==> src/hdl/switch_config.svh <==
`ifndef SWITCH_CONFIG_SVH
`define SWITCH_CONFIG_SVH

// payload word width
`define SWITCH_DATA_W 16

// circular payload buffer
`define SWITCH_BUF_WORDS 64
`define SWITCH_BUF_AW 6

// header length field and accepted packet size
`define SWITCH_LEN_W 9
`define SWITCH_MAX_PKT_WORDS 32

`define SWITCH_DESC_DEPTH 4

`endif
==> src/hdl/switch_pkg.sv <==
`include "switch_config.svh"

package switch_pkg;

    // same bit layout as the header word
    // length 15:7, prior 6:4, dest_port 3:0
    typedef struct packed {
        logic [`SWITCH_LEN_W-1:0] length;
        logic [2:0]               prior;
        logic [3:0]               dest_port;
    } desc_t;

    typedef enum logic {
        in_idle,
        in_body
    } ingress_state_t;

    typedef enum logic [1:0] {
        eg_idle,
        eg_announce,
        eg_stream
    } egress_state_t;

endpackage

==> src/hdl/switch_ingress.sv <==
`timescale 1ns/1ns
`include "switch_config.svh"

module switch_ingress (
    input  logic                      clk,
    input  logic                      rst,
    input  logic                      wr_sop,
    input  logic                      wr_eop,
    input  logic                      wr_vld,
    input  logic [`SWITCH_DATA_W-1:0] wr_data,
    input  logic                      xfer_stop,
    output logic                      new_packet,
    output logic [3:0]                dest_port,
    output logic [2:0]                prior,
    output logic [`SWITCH_LEN_W-1:0]  length,
    output logic                      data_vld,
    output logic [`SWITCH_DATA_W-1:0] data,
    output logic                      drop
);

    logic                      buf_wr_en;
    logic                      buf_commit;
    logic                      buf_rollback;
    logic [`SWITCH_BUF_AW:0]   free_words;
    logic                      rd_en;
    logic [`SWITCH_DATA_W-1:0] rd_data;
    logic                      push;
    logic                      pop;
    switch_pkg::desc_t         push_desc;
    switch_pkg::desc_t         head_desc;
    logic                      fifo_empty;
    logic                      fifo_full;
    logic                      in_load;
    logic [`SWITCH_LEN_W-1:0]  in_load_value;
    logic                      in_dec;
    logic                      in_zero;
    logic                      out_load;
    logic [`SWITCH_LEN_W-1:0]  out_load_value;
    logic                      out_dec;
    logic                      out_zero;

    ingress_ctrl ingress_ctrl_i (
        .clk(clk), .rst(rst),
        .wr_sop(wr_sop), .wr_eop(wr_eop), .wr_vld(wr_vld), .wr_data(wr_data),
        .free_words(free_words), .fifo_full(fifo_full), .cnt_zero(in_zero),
        .buf_wr_en(buf_wr_en), .buf_commit(buf_commit), .buf_rollback(buf_rollback),
        .cnt_load(in_load), .cnt_load_value(in_load_value), .cnt_dec(in_dec),
        .push(push), .push_desc(push_desc), .drop(drop)
    );

    // counts payload words of the packet being received
    word_counter in_cnt (
        .clk(clk), .rst(rst),
        .load(in_load), .load_value(in_load_value), .dec(in_dec), .zero(in_zero)
    );

    pkt_buffer pkt_buffer_i (
        .clk(clk), .rst(rst),
        .wr_en(buf_wr_en), .wr_data(wr_data),
        .commit(buf_commit), .rollback(buf_rollback),
        .rd_en(rd_en), .rd_data(rd_data), .free_words(free_words)
    );

    desc_fifo desc_fifo_i (
        .clk(clk), .rst(rst),
        .push(push), .push_desc(push_desc), .pop(pop),
        .head_desc(head_desc), .empty(fifo_empty), .full(fifo_full)
    );

    // counts reads still to issue for the packet on the way out
    word_counter out_cnt (
        .clk(clk), .rst(rst),
        .load(out_load), .load_value(out_load_value), .dec(out_dec), .zero(out_zero)
    );

    egress_ctrl egress_ctrl_i (
        .clk(clk), .rst(rst),
        .fifo_empty(fifo_empty), .head_desc(head_desc), .cnt_zero(out_zero),
        .xfer_stop(xfer_stop), .rd_data(rd_data),
        .pop(pop), .rd_en(rd_en),
        .cnt_load(out_load), .cnt_load_value(out_load_value), .cnt_dec(out_dec),
        .new_packet(new_packet), .dest_port(dest_port), .prior(prior), .length(length),
        .data_vld(data_vld), .data(data)
    );

endmodule

==> src/hdl/egress_ctrl.sv <==
`timescale 1ns/1ns
`include "switch_config.svh"

module egress_ctrl (
    input  logic                      clk,
    input  logic                      rst,
    input  logic                      fifo_empty,
    input  switch_pkg::desc_t         head_desc,
    input  logic                      cnt_zero,
    input  logic                      xfer_stop,
    input  logic [`SWITCH_DATA_W-1:0] rd_data,
    output logic                      pop,
    output logic                      rd_en,
    output logic                      cnt_load,
    output logic [`SWITCH_LEN_W-1:0]  cnt_load_value,
    output logic                      cnt_dec,
    output logic                      new_packet,
    output logic [3:0]                dest_port,
    output logic [2:0]                prior,
    output logic [`SWITCH_LEN_W-1:0]  length,
    output logic                      data_vld,
    output logic [`SWITCH_DATA_W-1:0] data
);

    switch_pkg::egress_state_t state;

    // no new packet taken while the far side is stalling
    assign pop            = (state == switch_pkg::eg_idle) && !fifo_empty && !xfer_stop;
    assign cnt_load       = pop;
    assign cnt_load_value = head_desc.length;

    // one read per unstalled cycle until all words are issued
    assign rd_en   = (state == switch_pkg::eg_stream) && !xfer_stop && !cnt_zero;
    assign cnt_dec = rd_en;

    // buffer output is already registered, so data lines up with data_vld
    assign data = rd_data;

    always_ff @(posedge clk) begin
        if (rst) begin
            state      <= switch_pkg::eg_idle;
            new_packet <= 1'b0;
            data_vld   <= 1'b0;
        end else begin
            new_packet <= pop;
            data_vld   <= rd_en;
            case (state)
                switch_pkg::eg_idle: begin
                    if (pop) begin
                        state <= switch_pkg::eg_announce;
                    end
                end
                switch_pkg::eg_announce: begin
                    if (!xfer_stop) begin
                        state <= switch_pkg::eg_stream;
                    end
                end
                switch_pkg::eg_stream: begin
                    if (cnt_zero) begin
                        state <= switch_pkg::eg_idle;
                    end
                end
                default: state <= switch_pkg::eg_idle;
            endcase
        end
    end

    // header fields held until the next announce
    always_ff @(posedge clk) begin
        if (pop) begin
            dest_port <= head_desc.dest_port;
            prior     <= head_desc.prior;
            length    <= head_desc.length;
        end
    end

endmodule

==> src/hdl/ingress_ctrl.sv <==
`timescale 1ns/1ns
`include "switch_config.svh"

module ingress_ctrl (
    input  logic                      clk,
    input  logic                      rst,
    input  logic                      wr_sop,
    input  logic                      wr_eop,
    input  logic                      wr_vld,
    input  logic [`SWITCH_DATA_W-1:0] wr_data,
    input  logic [`SWITCH_BUF_AW:0]   free_words,
    input  logic                      fifo_full,
    input  logic                      cnt_zero,
    output logic                      buf_wr_en,
    output logic                      buf_commit,
    output logic                      buf_rollback,
    output logic                      cnt_load,
    output logic [`SWITCH_LEN_W-1:0]  cnt_load_value,
    output logic                      cnt_dec,
    output logic                      push,
    output switch_pkg::desc_t         push_desc,
    output logic                      drop
);

    switch_pkg::ingress_state_t state;
    switch_pkg::ingress_state_t state_next;
    switch_pkg::desc_t          hdr_in;
    logic                       hdr_ok;
    logic                       reject;

    assign hdr_in = switch_pkg::desc_t'(wr_data);
    assign hdr_ok = (hdr_in.length != '0) && (hdr_in.length <= `SWITCH_MAX_PKT_WORDS) &&
                    (hdr_in.length <= free_words) && !fifo_full;

    // counter holds the words still expected after the current one
    assign cnt_load_value = hdr_in.length - 1'b1;

    always_comb begin
        state_next   = state;
        buf_wr_en    = 1'b0;
        buf_commit   = 1'b0;
        buf_rollback = 1'b0;
        cnt_load     = 1'b0;
        cnt_dec      = 1'b0;
        push         = 1'b0;
        reject       = 1'b0;
        if (wr_vld && wr_sop) begin
            // sop inside a packet cuts it off
            if (state == switch_pkg::in_body) begin
                buf_rollback = 1'b1;
                reject       = 1'b1;
            end
            if (hdr_ok) begin
                cnt_load   = 1'b1;
                state_next = switch_pkg::in_body;
            end else begin
                reject     = 1'b1;
                state_next = switch_pkg::in_idle;
            end
        end else if (wr_vld && state == switch_pkg::in_body) begin
            if (cnt_zero && wr_eop) begin
                // exact length, last word goes in with the commit
                buf_wr_en  = 1'b1;
                buf_commit = 1'b1;
                push       = 1'b1;
                state_next = switch_pkg::in_idle;
            end else if (cnt_zero || wr_eop) begin
                // too long or too short
                buf_rollback = 1'b1;
                reject       = 1'b1;
                state_next   = switch_pkg::in_idle;
            end else begin
                buf_wr_en = 1'b1;
                cnt_dec   = 1'b1;
            end
        end
    end

    always_ff @(posedge clk) begin
        if (rst) begin
            state <= switch_pkg::in_idle;
            drop  <= 1'b0;
        end else begin
            state <= state_next;
            drop  <= reject;
        end
    end

    // header kept until the descriptor is pushed at eop
    always_ff @(posedge clk) begin
        if (cnt_load) begin
            push_desc <= hdr_in;
        end
    end

    // free space only grows between header and eop
    a_commit_fits: assert property (@(posedge clk) disable iff (rst)
        buf_commit |-> push_desc.length <= free_words)
        else $error("committed packet larger than free buffer space");

endmodule

==> src/hdl/word_counter.sv <==
`timescale 1ns/1ns
`include "switch_config.svh"

module word_counter (
    input  logic                     clk,
    input  logic                     rst,
    input  logic                     load,
    input  logic [`SWITCH_LEN_W-1:0] load_value,
    input  logic                     dec,
    output logic                     zero
);

    logic [`SWITCH_LEN_W-1:0] count;

    assign zero = (count == '0);

    always_ff @(posedge clk) begin
        if (rst) begin
            count <= '0;
        end else if (load) begin
            // load wins over dec
            count <= load_value;
        end else if (dec) begin
            count <= count - 1'b1;
        end
    end

    a_no_dec_at_zero: assert property (@(posedge clk) disable iff (rst)
        (dec && !load) |-> !zero)
        else $error("word_counter decremented at zero");

endmodule

==> src/hdl/desc_fifo.sv <==
`timescale 1ns/1ns
`include "switch_config.svh"

module desc_fifo (
    input  logic               clk,
    input  logic               rst,
    input  logic               push,
    input  switch_pkg::desc_t  push_desc,
    input  logic               pop,
    output switch_pkg::desc_t  head_desc,
    output logic               empty,
    output logic               full
);

    localparam int AW = $clog2(`SWITCH_DESC_DEPTH);

    switch_pkg::desc_t entries [`SWITCH_DESC_DEPTH];

    logic [AW:0] wr_ptr;
    logic [AW:0] rd_ptr;

    // show-ahead, head entry visible without a pop
    assign head_desc = entries[rd_ptr[AW-1:0]];
    assign empty     = (wr_ptr == rd_ptr);
    assign full      = (wr_ptr[AW] != rd_ptr[AW]) && (wr_ptr[AW-1:0] == rd_ptr[AW-1:0]);

    always_ff @(posedge clk) begin
        if (rst) begin
            wr_ptr <= '0;
            rd_ptr <= '0;
        end else begin
            if (push) begin
                wr_ptr <= wr_ptr + 1'b1;
            end
            if (pop) begin
                rd_ptr <= rd_ptr + 1'b1;
            end
        end
    end

    always_ff @(posedge clk) begin
        if (push) begin
            entries[wr_ptr[AW-1:0]] <= push_desc;
        end
    end

    a_no_push_full: assert property (@(posedge clk) disable iff (rst) push |-> !full)
        else $error("desc_fifo push while full");

    a_no_pop_empty: assert property (@(posedge clk) disable iff (rst) pop |-> !empty)
        else $error("desc_fifo pop while empty");

endmodule

==> src/hdl/pkt_buffer.sv <==
`timescale 1ns/1ns
`include "switch_config.svh"

module pkt_buffer (
    input  logic                      clk,
    input  logic                      rst,
    input  logic                      wr_en,
    input  logic [`SWITCH_DATA_W-1:0] wr_data,
    input  logic                      commit,
    input  logic                      rollback,
    input  logic                      rd_en,
    output logic [`SWITCH_DATA_W-1:0] rd_data,
    output logic [`SWITCH_BUF_AW:0]   free_words
);

    localparam int AW = `SWITCH_BUF_AW;

    logic [`SWITCH_DATA_W-1:0] mem [`SWITCH_BUF_WORDS];

    // one extra bit on each pointer tells full from empty
    logic [AW:0] wr_ptr;
    logic [AW:0] cmt_ptr;
    logic [AW:0] rd_ptr;
    logic [AW:0] used_words;
    logic [AW:0] wr_ptr_next;

    assign wr_ptr_next = wr_en ? wr_ptr + 1'b1 : wr_ptr;

    // space freed by reads, tentative words not counted
    assign used_words = cmt_ptr - rd_ptr;
    assign free_words = (AW + 1)'(`SWITCH_BUF_WORDS) - used_words;

    always_ff @(posedge clk) begin
        if (rst) begin
            wr_ptr  <= '0;
            cmt_ptr <= '0;
            rd_ptr  <= '0;
        end else begin
            if (rollback) begin
                wr_ptr <= cmt_ptr;
            end else begin
                wr_ptr <= wr_ptr_next;
            end
            // eop word may be written on the commit edge
            if (commit) begin
                cmt_ptr <= wr_ptr_next;
            end
            if (rd_en) begin
                rd_ptr <= rd_ptr + 1'b1;
            end
        end
    end

    always_ff @(posedge clk) begin
        if (wr_en) begin
            mem[wr_ptr[AW-1:0]] <= wr_data;
        end
        if (rd_en) begin
            rd_data <= mem[rd_ptr[AW-1:0]];
        end
    end

    a_no_write_when_full: assert property (@(posedge clk) disable iff (rst)
        wr_en |-> (wr_ptr - rd_ptr) != (AW + 1)'(`SWITCH_BUF_WORDS))
        else $error("pkt_buffer write with no free space");

    // egress must never read a packet that is not committed yet
    a_no_read_past_commit: assert property (@(posedge clk) disable iff (rst)
        rd_en |-> rd_ptr != cmt_ptr)
        else $error("pkt_buffer read past committed pointer");

endmodule

==> config.mk <==
export PLATFORM = sky130hd
export DESIGN_NAME = switch_ingress
export DESIGN_NICKNAME = d
export VERILOG_FILES = /design/src/hdl/switch_pkg.sv /design/src/hdl/switch_ingress.sv /design/src/hdl/egress_ctrl.sv /design/src/hdl/ingress_ctrl.sv /design/src/hdl/word_counter.sv /design/src/hdl/desc_fifo.sv /design/src/hdl/pkt_buffer.sv
export VERILOG_INCLUDE_DIRS = /design/src /design/src/hdl
export SDC_FILE = /design/constraint.sdc
export NUM_CORES = 1
export LEC_CHECK = 0
export BUFFER_PORTS_ARGS = -buffer_cell sky130_fd_sc_hd__buf_2
export CELL_PAD_IN_SITES_DETAIL_PLACEMENT = 2
export CELL_PAD_IN_SITES_GLOBAL_PLACEMENT = 2
export CORE_ASPECT_RATIO = 0.6
export CORE_UTILIZATION = 45
export DETAILED_ROUTE_END_ITERATION = 10
export PLACE_DENSITY_LB_ADDON = 0.25
export SYNTH_ARGS = -nofsm -noshare
export SYNTH_HDL_FRONTEND = slang
export SYNTH_SLANG_ARGS = --single-unit
==> constraint.sdc <==
create_clock -name clk -period 5.2 [get_ports clk]
set_input_delay 0.52 -clock clk [delete_from_list [all_inputs] [get_ports clk]]
set_output_delay 0.52 -clock clk [all_outputs]
set_load 0.02 [all_outputs]
-- After elaboration in Yosys (flattened, before gate mapping)
Memories as Yosys holds them, arrays and structs flattened. A register that Yosys moved wholly into a read port is not among the register bits.
Index checks and enable logic that the tools add are counted.
- $add $sub $neg: 9
- magnitude comparators: 2
- equality and inequality tests: 8
- multiplexer cells: 39
- reductions and logical operators: 26
- operator list (kind ; count):
    2-to-1 mux 9 bit ; 4
    2-to-1 mux 1 bit ; 27
    subtractor 9 x 1 -> 9 bit, second input constant ; 3
    zero test 9 bit ; 2
    adder 7 x 1 -> 7 bit, second input constant ; 2
    2-to-1 mux 7 bit ; 2
    logical AND 1 bit ; 11
    2-to-1 mux 2 bit ; 5
    less-or-equal comparator 9 x 6 -> 1 bit, second input constant ; 1
    less-or-equal comparator 9 x 7 -> 1 bit ; 1
    nonzero test 9 bit ; 1
    subtractor 7 bit ; 1
    subtractor 7 bit, first input constant ; 1
    adder 3 x 1 -> 3 bit, second input constant ; 2
    case mux 2 bit (3 select lines) ; 1
    nonzero test 2 bit ; 3
    zero test 1 bit ; 4
    inequality test 2 bit, second input constant ; 2
    equality test 3 bit ; 1
    AND reduction 3 bit ; 1
    nonzero test 3 bit ; 1
    equality test 2 x 1 -> 1 bit, second input constant ; 1
    equality test 2 bit ; 1
    equality test 2 bit, second input constant ; 1
    other kinds (5) ; 5
- register bits after elaboration: 83
- memory bits (writable): 1088
- word-level logic and storage cells: 104
- memories: 2
- memory list (name ; depth ; width ; rd ports ; clocked after Yosys merged registers in ; wr ports ; RTL line ; source):
    pkt_buffer_i.mem ; 64 ; 16 ; 1 ; 1 ; 1 ; pkt_buffer.sv:18 ; logic [`SWITCH_DATA_W-1:0] mem [`SWITCH_BUF_WORDS];
    desc_fifo_i.entries ; 4 ; 16 ; 1 ; 1 ; 1 ; desc_fifo.sv:17 ; switch_pkg::desc_t entries [`SWITCH_DESC_DEPTH];

-- Depth between registers and ports, before layout
Gate-level depths: netlist of the first run.
- depth after elaboration: 8
- depth in mapped cells: 26
- depth with buffers taken out: 22

-- By module
From an unflattened synthesis of the first run, not the netlist that was laid out.
- cell total of the unflattened synthesis: 2308
- area total of the unflattened synthesis: 46658.5 µm²
- by module, submodules not included (module ; instances ; cells an instance ; area an instance (µm²) ; seq. area each (µm²)):
    pkt_buffer ; 1 ; 1913 ; 40925.5 ; 31650.4
    desc_fifo ; 1 ; 124 ; 2745.1 ; 2082.0
    word_counter ; 2 ; 64 ; 546.8 ; 180.2
    ingress_ctrl ; 1 ; 86 ; 1051.0 ; 520.5
    egress_ctrl ; 1 ; 57 ; 843.3 ; 560.5

-- Worst setup path after synthesis of the first run
Ideal clock, no wire load.
- path kind: flip-flop to flip-flop
- start: register pkt_buffer_i.rd_ptr[0]
- end: register in_cnt.count[6]
- setup time: 0.115 ns
- arrival: 4.704 ns
- required time: 5.085 ns
- path slack: 0.382 ns
- cell stages (with the launch flop): 25
- path buffers: 4
- cells stage by stage: dfxtp_1 buf_6 buf_6 clkbuf_1 inv_1 ha_1 inv_1 ha_1 fa_1 a21o_1 a21oi_1 xor2_1 ha_1 a2111oi_0 o21ai_0 nor2_1 o211a_1 buf_2 mux2i_1 ha_1 nand2_1 or3_1 nor3_1 xor2_1 o21a_1
- word-level cells in the longest chain between the ends: 8
- ends and longest elaborated chain (what ; RTL line ; source):
    from (decl) ; pkt_buffer.sv:23 ; logic [AW:0] rd_ptr;
    from (signal assigned) ; pkt_buffer.sv:49 ; rd_ptr <= rd_ptr + 1'b1;
    subtractor 7 bit (*) ; pkt_buffer.sv:30 ; assign used_words = cmt_ptr - rd_ptr;
    subtractor 7 bit (*) ; pkt_buffer.sv:31 ; assign free_words = (AW + 1)'(`SWITCH_BUF_WORDS) - used_words;
    less-or-equal comparator 9 x 7 -> 1 bit (*) ; ingress_ctrl.sv:33 ; (hdr_in.length <= free_words) && !fifo_full;
    logical AND 1 bit (*) (2 in a row) ; ingress_ctrl.sv:32 ; assign hdr_ok = (hdr_in.length != '0) && (hdr_in.length <= `SWITCH_MAX_PKT_WORDS) &&
    2-to-1 mux 1 bit (*) ; ingress_ctrl.sv:53 ; if (hdr_ok) begin
    2-to-1 mux 1 bit (*) ; ingress_ctrl.sv:47 ; if (wr_vld && wr_sop) begin
    net in_cnt.load ; word_counter.sv:7 ; input logic load,
    2-to-1 mux 9 bit or nonzero test 2 bit (tied branches) ; -- ;
    to (signal assigned) ; word_counter.sv:22 ; count <= load_value;
    to (signal assigned) ; word_counter.sv:24 ; count <= count - 1'b1;
    to (decl) ; word_counter.sv:13 ; logic [`SWITCH_LEN_W-1:0] count;
Mark *: on every way through the listed nets, which the timed path passes. The rest lies on a longest branch.
A chain may end at the register's enable or synchronous reset.

-- Final worst setup path of the first run
- start: register pkt_buffer_i.rd_ptr[2]
- end: register in_cnt.count[6]
- word-level cells in the longest chain between the ends: 8
- ends and longest elaborated chain (what ; RTL line):
    subtractor 7 bit (*) ; pkt_buffer.sv:30
    subtractor 7 bit (*) ; pkt_buffer.sv:31
    less-or-equal comparator 9 x 7 -> 1 bit (*) ; ingress_ctrl.sv:33
    logical AND 1 bit (*) (2 in a row) ; ingress_ctrl.sv:32
    2-to-1 mux 1 bit (*) ; ingress_ctrl.sv:53
    2-to-1 mux 1 bit (*) ; ingress_ctrl.sv:47
    2-to-1 mux 9 bit or nonzero test 2 bit (tied branches) ; --
Every way passes the cells marked *; elsewhere a longest branch is shown, timed or not.

==> metrics.cfg, run 1 <==
[global_route]
track_usage_pct=27.41
grt_pass1_wl_um=194200
met1_usage_pct=38.69
grt_overflow=0
grt_max_degree=112
grtUsageMet3_pct=7.687
gr-usage-met2_pct=41.98
antenna_found_initial=21
top_usage_layer=met2
grt_pass1_vias=24980

[layout]
fillers=8519
multi_input_area_mm2=0.009766
finalNetCount=2377
area_growth_pct=12.46
drive_gt1_share_pct=25.24
regArea_mm2=0.03519
final_area_mm2=0.05122

[route]
routed_via_density=6.246
drt_iter0_drc=2607
vias=23310
routedWlPerCell_um=37.26
ant_nets=0
remaining_drc_errors=0
wl_um=139100
firstDrtPassIters=7

[placed_design]
postPlaceCellArea_mm2=0.04788
dp_hpwl_um=84960
place.gp.congestion=0.8280
io_buffers=56

[synthesis]
syn_nets=2212
synthTopCellsByArea=edfxtp_1 (75%), mux4_2 (13%), dfxtp_1 (2.3%)
netlist.area_leader.share_pct=74.89
netlist_instances=2160
synth-edff-count=1136
netlist_area_mm2=0.04555
ys_seq_area_share_pct=77.22
ys.flop_type=edfxtp_1
netlist.top_cell.by_area=edfxtp_1
async_flop_share_pct=0
ys_ff_latch=1189
synth_area_per_cell_um2=21.09
synth_top_cells_by_count=edfxtp_1 (1136), mux4_2 (272), a22oi_1 (128), nor2_1 (123), a21oi_1 (81)
yosys.cell_types.count=52
ys_warn_count=0
synth_most_common_cell=edfxtp_1

[timing]
drv_slew=0
max_freq_mhz=203.4
timing.hold.ws_ns=0.1539
max_slew_margin_pct=11.92
max_slew.worst_pin.slew_ns=1.315
fin_crit_ns=4.916
setup_viol=0
rsz0062_at_grt=no
clock_skew_ns=0.03108
timing.final.crit_share_pct=94.53
finalHoldViolCount=0

[clock_network]
clk_transition_reported_paths_ns=0.07
cts_max_level=3
cts_hold_buf=0
clock_latency_ns=0.72
clock_path_buffers=3
post_cts_buffers=0
cts_tree=yes
cts_sinks=1189
cts_made_buffers=107
root_buffer=clkbuf_16

[power]
vdd_drop_max_uv=317.0
powerDensity_mw_per_mm2=360.9
power_leakage_nw=15.74

[floorplanning]
dieArea_mm2=0.1025
rows=89
dieWidth_um=412.7
io_pins=57
fp.dieH_um=248.4
initial_core_util_pct=45.85
core_area_mm2=0.09933

[hold_path]
hold_path_class=primary input to flop

[run_status]
status=complete, no violations

[critical_path]
critPathMostFrequentCell=ha_1
worstPathMaxFanout=7
cp_slowest_cell=dfxtp_2
required_ns=5.82
cp.arrival_ns=5.54
path_cells=ha_1 > ha_1 > a21o_1 > a21oi_1 > o21bai_1 > a21oi_1 > xnor2_1 > ha_1 > a2111oi_2 > o21ai_0 > nor2_1 > o211a_1 > mux2i_1 > ha_1 > nand2_1 > or3_1 > nor3_1 > xor2_1 > o21a_1
critical_path.startpoint_type=flop
max_stage_delay_ns=0.46
endpoint_kind=flop
path_class=flop to flop

[run]
cap_violations=0

registers in the layout, indices dropped and copies added (netlist names), 4 cells and up, named ones only:
name / flops
ingress_ctrl_i.push_desc: 16
pkt_buffer_i.wr_ptr: 7
pkt_buffer_i.rd_data: 16
pkt_buffer_i.cmt_ptr: 7
desc_fifo_i.entries: 64
pkt_buffer_i.rd_ptr: 7
egress_ctrl_i.dest_port: 4
egress_ctrl_i.length: 9
pkt_buffer_i.mem: 1024
out_cnt.count: 9
in_cnt.count: 9
metrics by stage:
stage	setup TNS, ns	power, mW	utilization, %	instances	setup slack [ns]
2_1_floorplan	0	10.69	-	2160	0.3816
3_3_place_gp	0	10.87	48.21	3535	0.4186
3_5_place_dp	-0.03363	10.91	48.21	3535	-0.03363
4_1_cts	0	18.61	51.55	3728	0.05690
5_1_grt	0	18.90	51.56	3729	0.05124
6_report	0	18.49	51.57	3732	0.2845
path summary, 6_finish.rpt:
check | start | endpoint | slack [ns] | cells past startpoint
worst max-delay path | pkt_buffer_i.rd_ptr[2] | in_cnt.count[6] | 0.28 | 19
worst min-delay path | xfer_stop | egress_ctrl_i.state[0] | 0.15 | 3
worst max register to register | pkt_buffer_i.rd_ptr[2] | in_cnt.count[6] | 0.28 | 19
worst min register to register | out_cnt.count[8] | out_cnt.count[8] | 0.48 | 2
cell usage in the layout (no fill, tap or decap), types with 4 or more instances in the layout:
master and n:
edfxtp_1 1136, mux4_2 272, a22oi_1 128, nor2_1 122, buf_4 116, clkbuf_16 108, a21oi_1 81, buf_2 56
dfxtp_1 48, ha_1 29, clkbuf_1 29, nand2_1 25, a211oi_1 24, clkinv_1 23, inv_1 22, xor2_1 22
or4_1 19, xnor2_1 18, clkinv_2 15, nand3_1 9, bufinv_16 8, nor3_1 7, o21ai_0 6, or3_1 6
nand3b_1 5, and2_1 5, inv_6 5, diode_2 4, nand2b_1 4, nor2b_1 4
logic make-up (layout without fill, tap and decap cells):
kind of cell | Yosys count | count (layout) | synth area share (%)
compound gates | 255 | 255 | 3.761
flops | 1189 | 1189 | 77.22
buf+inv | 141 | 390 | 1.426
mux | 275 | 275 | 13.52
other cells | 0 | 4 | 0
xor+xnor | 40 | 40 | 0.7692
fa+ha+maj | 30 | 30 | 0.8406
simple gates | 230 | 230 | 2.464
what timing repair did:
action / in CTS / in global routing
gates cloned: 0 / 0
setup endpoints to repair: 1 / 2
gates resized for setup: 1 / 3
per-layer routing:
metal	up-vias	wire length, um
li1	9324	-
met1	12770	58190
met2	1008	64510
met3	199	12770
met4	12	3525
met5	-	70
power by group:
part / internal [mW] / switching [mW] / total, mW
clock network: 4.24 / 3.55 / 7.79
registers: 10.5 / 0.000831 / 10.5
logic: 0.0247 / 0.213 / 0.237
total: 14.7 / 3.77 / 18.5
worst max-delay path, delay by kind of cell, from the launching register on:
| family | cells | cell delay, ns |
|---|---|---|
| mux | 1 | 0.24 |
| flops | 1 | 0.46 |
| xor+xnor | 2 | 0.27 |
| fa+ha+maj | 4 | 1.14 |
| compound gates | 8 | 1.77 |
| simple gates | 4 | 0.92 |
area by class of cell:
class,instances,share of cell area [%]
diodes,4,0.01954
well taps,1319,3.222
multi-input cells,830,19.07
clock buffers,139,5.543
flip-flops and latches,1189,68.69
clock inverters,54,0.9331
repair buffers,175,2.365
inverters,22,0.1612
No activity file was read; power rests on OpenSTA's default activity.
==> run 2: changes to the inputs <==
--- a/config.mk
+++ b/config.mk
@@ -6,13 +6,16 @@
 export SDC_FILE = /design/constraint.sdc
 export NUM_CORES = 1
 export LEC_CHECK = 0
+export ABC_AREA = 1
 export BUFFER_PORTS_ARGS = -buffer_cell sky130_fd_sc_hd__buf_2
+export CAP_MARGIN = 25
 export CELL_PAD_IN_SITES_DETAIL_PLACEMENT = 2
 export CELL_PAD_IN_SITES_GLOBAL_PLACEMENT = 2
 export CORE_ASPECT_RATIO = 0.6
-export CORE_UTILIZATION = 45
+export CORE_UTILIZATION = 38
 export DETAILED_ROUTE_END_ITERATION = 10
 export PLACE_DENSITY_LB_ADDON = 0.25
 export SYNTH_ARGS = -nofsm -noshare
 export SYNTH_HDL_FRONTEND = slang
+export SYNTH_HIERARCHICAL = 1
 export SYNTH_SLANG_ARGS = --single-unit
==> run 2 against run 1 <==
  * Critical endpoint is now in_cnt/count[1]
  * Global-route usage fell by 1.4 points
  * Sequential power barely moved
  * Hold slack got worse by 0.010 ns
==> metrics.cfg, run 2 <==
[timing]
timing.hold.ws_ns=0.1435
drv_slew=0
max_freq_mhz=237.4
fin_crit_ns=4.212
max_slew.worst_pin.slew_ns=1.108
setup_tns_ns=0
clock_skew_ns=0.03386
finalHoldViolCount=0
rsz0062_at_grt=no
setup_viol=0
timing.final.crit_share_pct=81.00
max_slew_margin_pct=26.10

[synthesis]
synth_top_cells_by_count=nand2_1 (1435), edfxtp_1 (1136), inv_1 (607), nand3_1 (514), nor2_1 (408)
synth-simple-area-share_pct=19.37
ys_ff_latch=1189
async_flop_share_pct=0
ys_seq_area_share_pct=68.63
ys.flop_type=edfxtp_1
netlist.top_cell.by_area=edfxtp_1
synth_fa_ha_area_share_pct=0.8203
ys_warn_count=6
synth_most_common_cell=nand2_1
synth_area_per_cell_um2=10.55
syn_nets=4912
netlist.area_leader.share_pct=66.56
yosys.cell_types.count=42
synth_top_family_by_area=simple AND/OR/NAND/NOR gates
synthTopCellsByArea=edfxtp_1 (67%), nand2_1 (11%), nand3_1 (5.0%)
synthMuxAreaShare_pct=0
netlist_area_mm2=0.05125
synth_compound_area_share_pct=3.313
synth-xor-area-share_pct=0.3589
netlist_instances=4857
synth-edff-count=1136

[critical_path]
critical_path.startpoint_type=flop
required_ns=5.85
worstPathMaxFanout=115
cp.arrival_ns=4.86
endpoint_kind=flop
path_class=flop to flop

[global_route]
grt_max_degree=157
track_usage_pct=26.00
grt_overflow=0
antenna_found_initial=12
grt_pass1_vias=38880
grt_pass1_wl_um=261300

[clock_network]
cts_made_buffers=117
clk_transition_reported_paths_ns=0.07
cts_tree=yes
clock_path_buffers=3
post_cts_resized=0
cts_max_level=3
clock_latency_ns=0.75
root_buffer=clkbuf_16
cts_sinks=1189

[power]
powerDensity_mw_per_mm2=340.5
p_sw_share_pct=22.28
clkPwrFrac_pct=42.4
comb_power_share_pct=3.5
seq_power_share_pct=54.1
switching_power_mw=4.333
power_leakage_nw=22.57
p_int_mw=15.12
vdd_drop_max_uv=247.9

[route]
routedWlPerCell_um=26.28
vias=36380
ant_nets=0
remaining_drc_errors=0
drt_iter0_drc=3513
firstDrtPassIters=6
routed_via_density=5.356
wl_um=178500

[run_status]
status=complete, no violations

[run]
cap_violations=0

[layout]
area_growth_pct=11.47
fillers=13810
largest_register_ffs=1024
finalNetCount=4963
layout_commonest_cell=nand2_1
drive_gt1_share_pct=8.750
layout_common_cells=nand2_1 (1435), edfxtp_1 (1136), inv_1 (605)

[placed_design]
io_buffers=56
place.gp.congestion=0.8198
dp_hpwl_um=108700

[floorplanning]
core_area_mm2=0.1326
fp.dieH_um=286.5
initial_core_util_pct=38.65
dieWidth_um=476.1
rows=103
io_pins=57
dieArea_mm2=0.1364

[hold_path]
hold_path_class=primary input to flop

## run 2: worst max-delay path, cell delays in order, from the launching register on
cell,delay [ns]
dfxtp_4,0.42
inv_16,0.17
ha_1,0.25
inv_1,0.07
ha_1,0.18
inv_1,0.07
fa_1,0.45
o21ai_0,0.24
xor2_1,0.18
inv_1,0.07
ha_1,0.29
nand2_2,0.10
a21oi_1,0.05
nor2_1,0.10
nand3_1,0.09
nand2_1,0.13
nand3_2,0.10
inv_1,0.44
nor2_2,0.21
a22oi_1,0.23
o21ai_1,0.11
nand2_1,0.08
inv_1,0.04
## run 2: final cells by class
cell class | instances | area [um2] | area share [%]
Clock buffer | 161 | 3156 | 5.523
Multi-Input combinational cell | 2781 | 12330 | 21.58
Tap cell | 1785 | 2233 | 3.909
Clock inverter | 56 | 396.6 | 0.6942
Sequential cell | 1189 | 35190 | 61.59
Timing Repair Buffer | 186 | 1428 | 2.499
Antenna cell | 2 | 5.005 | 0.008760
Inverter | 633 | 2400 | 4.201
## run 2: per-stage QoR
step	instance area, um2	instances	total power, mW	utilization, %	setup slack, ns
finish	57130	6793	19.45	43.08	0.9880
global placement	53480	6568	11.37	40.33	1.218
detailed placement	53540	6572	11.41	40.38	1.044
global route	57130	6791	19.98	43.08	0.7853
CTS	57110	6790	19.62	43.06	1.011
floorplan	51250	4857	11.08	-	1.218
## run 2: power groups by stage
stage               clock (mW)  combinational, mW  sequential [mW]
global placement             0              0.623             10.8
CTS                       8.41              0.685             10.5
finish                    8.24              0.682             10.5
detailed placement           0              0.679             10.7
global route              8.72              0.739             10.5
floorplan                    0              0.335             10.7
## run 2: path summary, 6_finish.rpt
kind	startpoint	endpoint	slack [ns]	depth (start not counted)
max	pkt_buffer_i/rd_ptr[0]	in_cnt/count[1]	0.99	22
max reg2reg	pkt_buffer_i/rd_ptr[0]	in_cnt/count[1]	0.99	22
min	wr_data[5]	pkt_buffer_i/mem[54][5]	0.14	1
min reg2reg	ingress_ctrl_i/push_desc[5]	desc_fifo_i/entries[1][5]	0.52	0
## run 2: logic make-up (layout without fill, tap and decap cells)
logic type	Yosys count	after routing
simple gates	2418	2418
flops	1189	1189
xor+xnor	21	21
buf+inv	887	1036
fa+ha+maj	33	33
compound gates	309	309
other cells	0	2
## run 2: metal layers
layer / vias up / GRT usage [%] / wire [um]
met5: - / 0 / 0
met4: 0 / 5.844 / 3552
met3: 202 / 3.488 / 11200
met2: 1069 / 40.40 / 80110
met1: 19080 / 38.66 / 83630
li1: 16040 / - / -
## run 2: timing repair
item | CTS | global route
endpoints found under the setup margin | 0 | 0
hold buffers | 1 | 0
buffers inserted | 0 | 0
hold endpoints to repair | 1 | 0
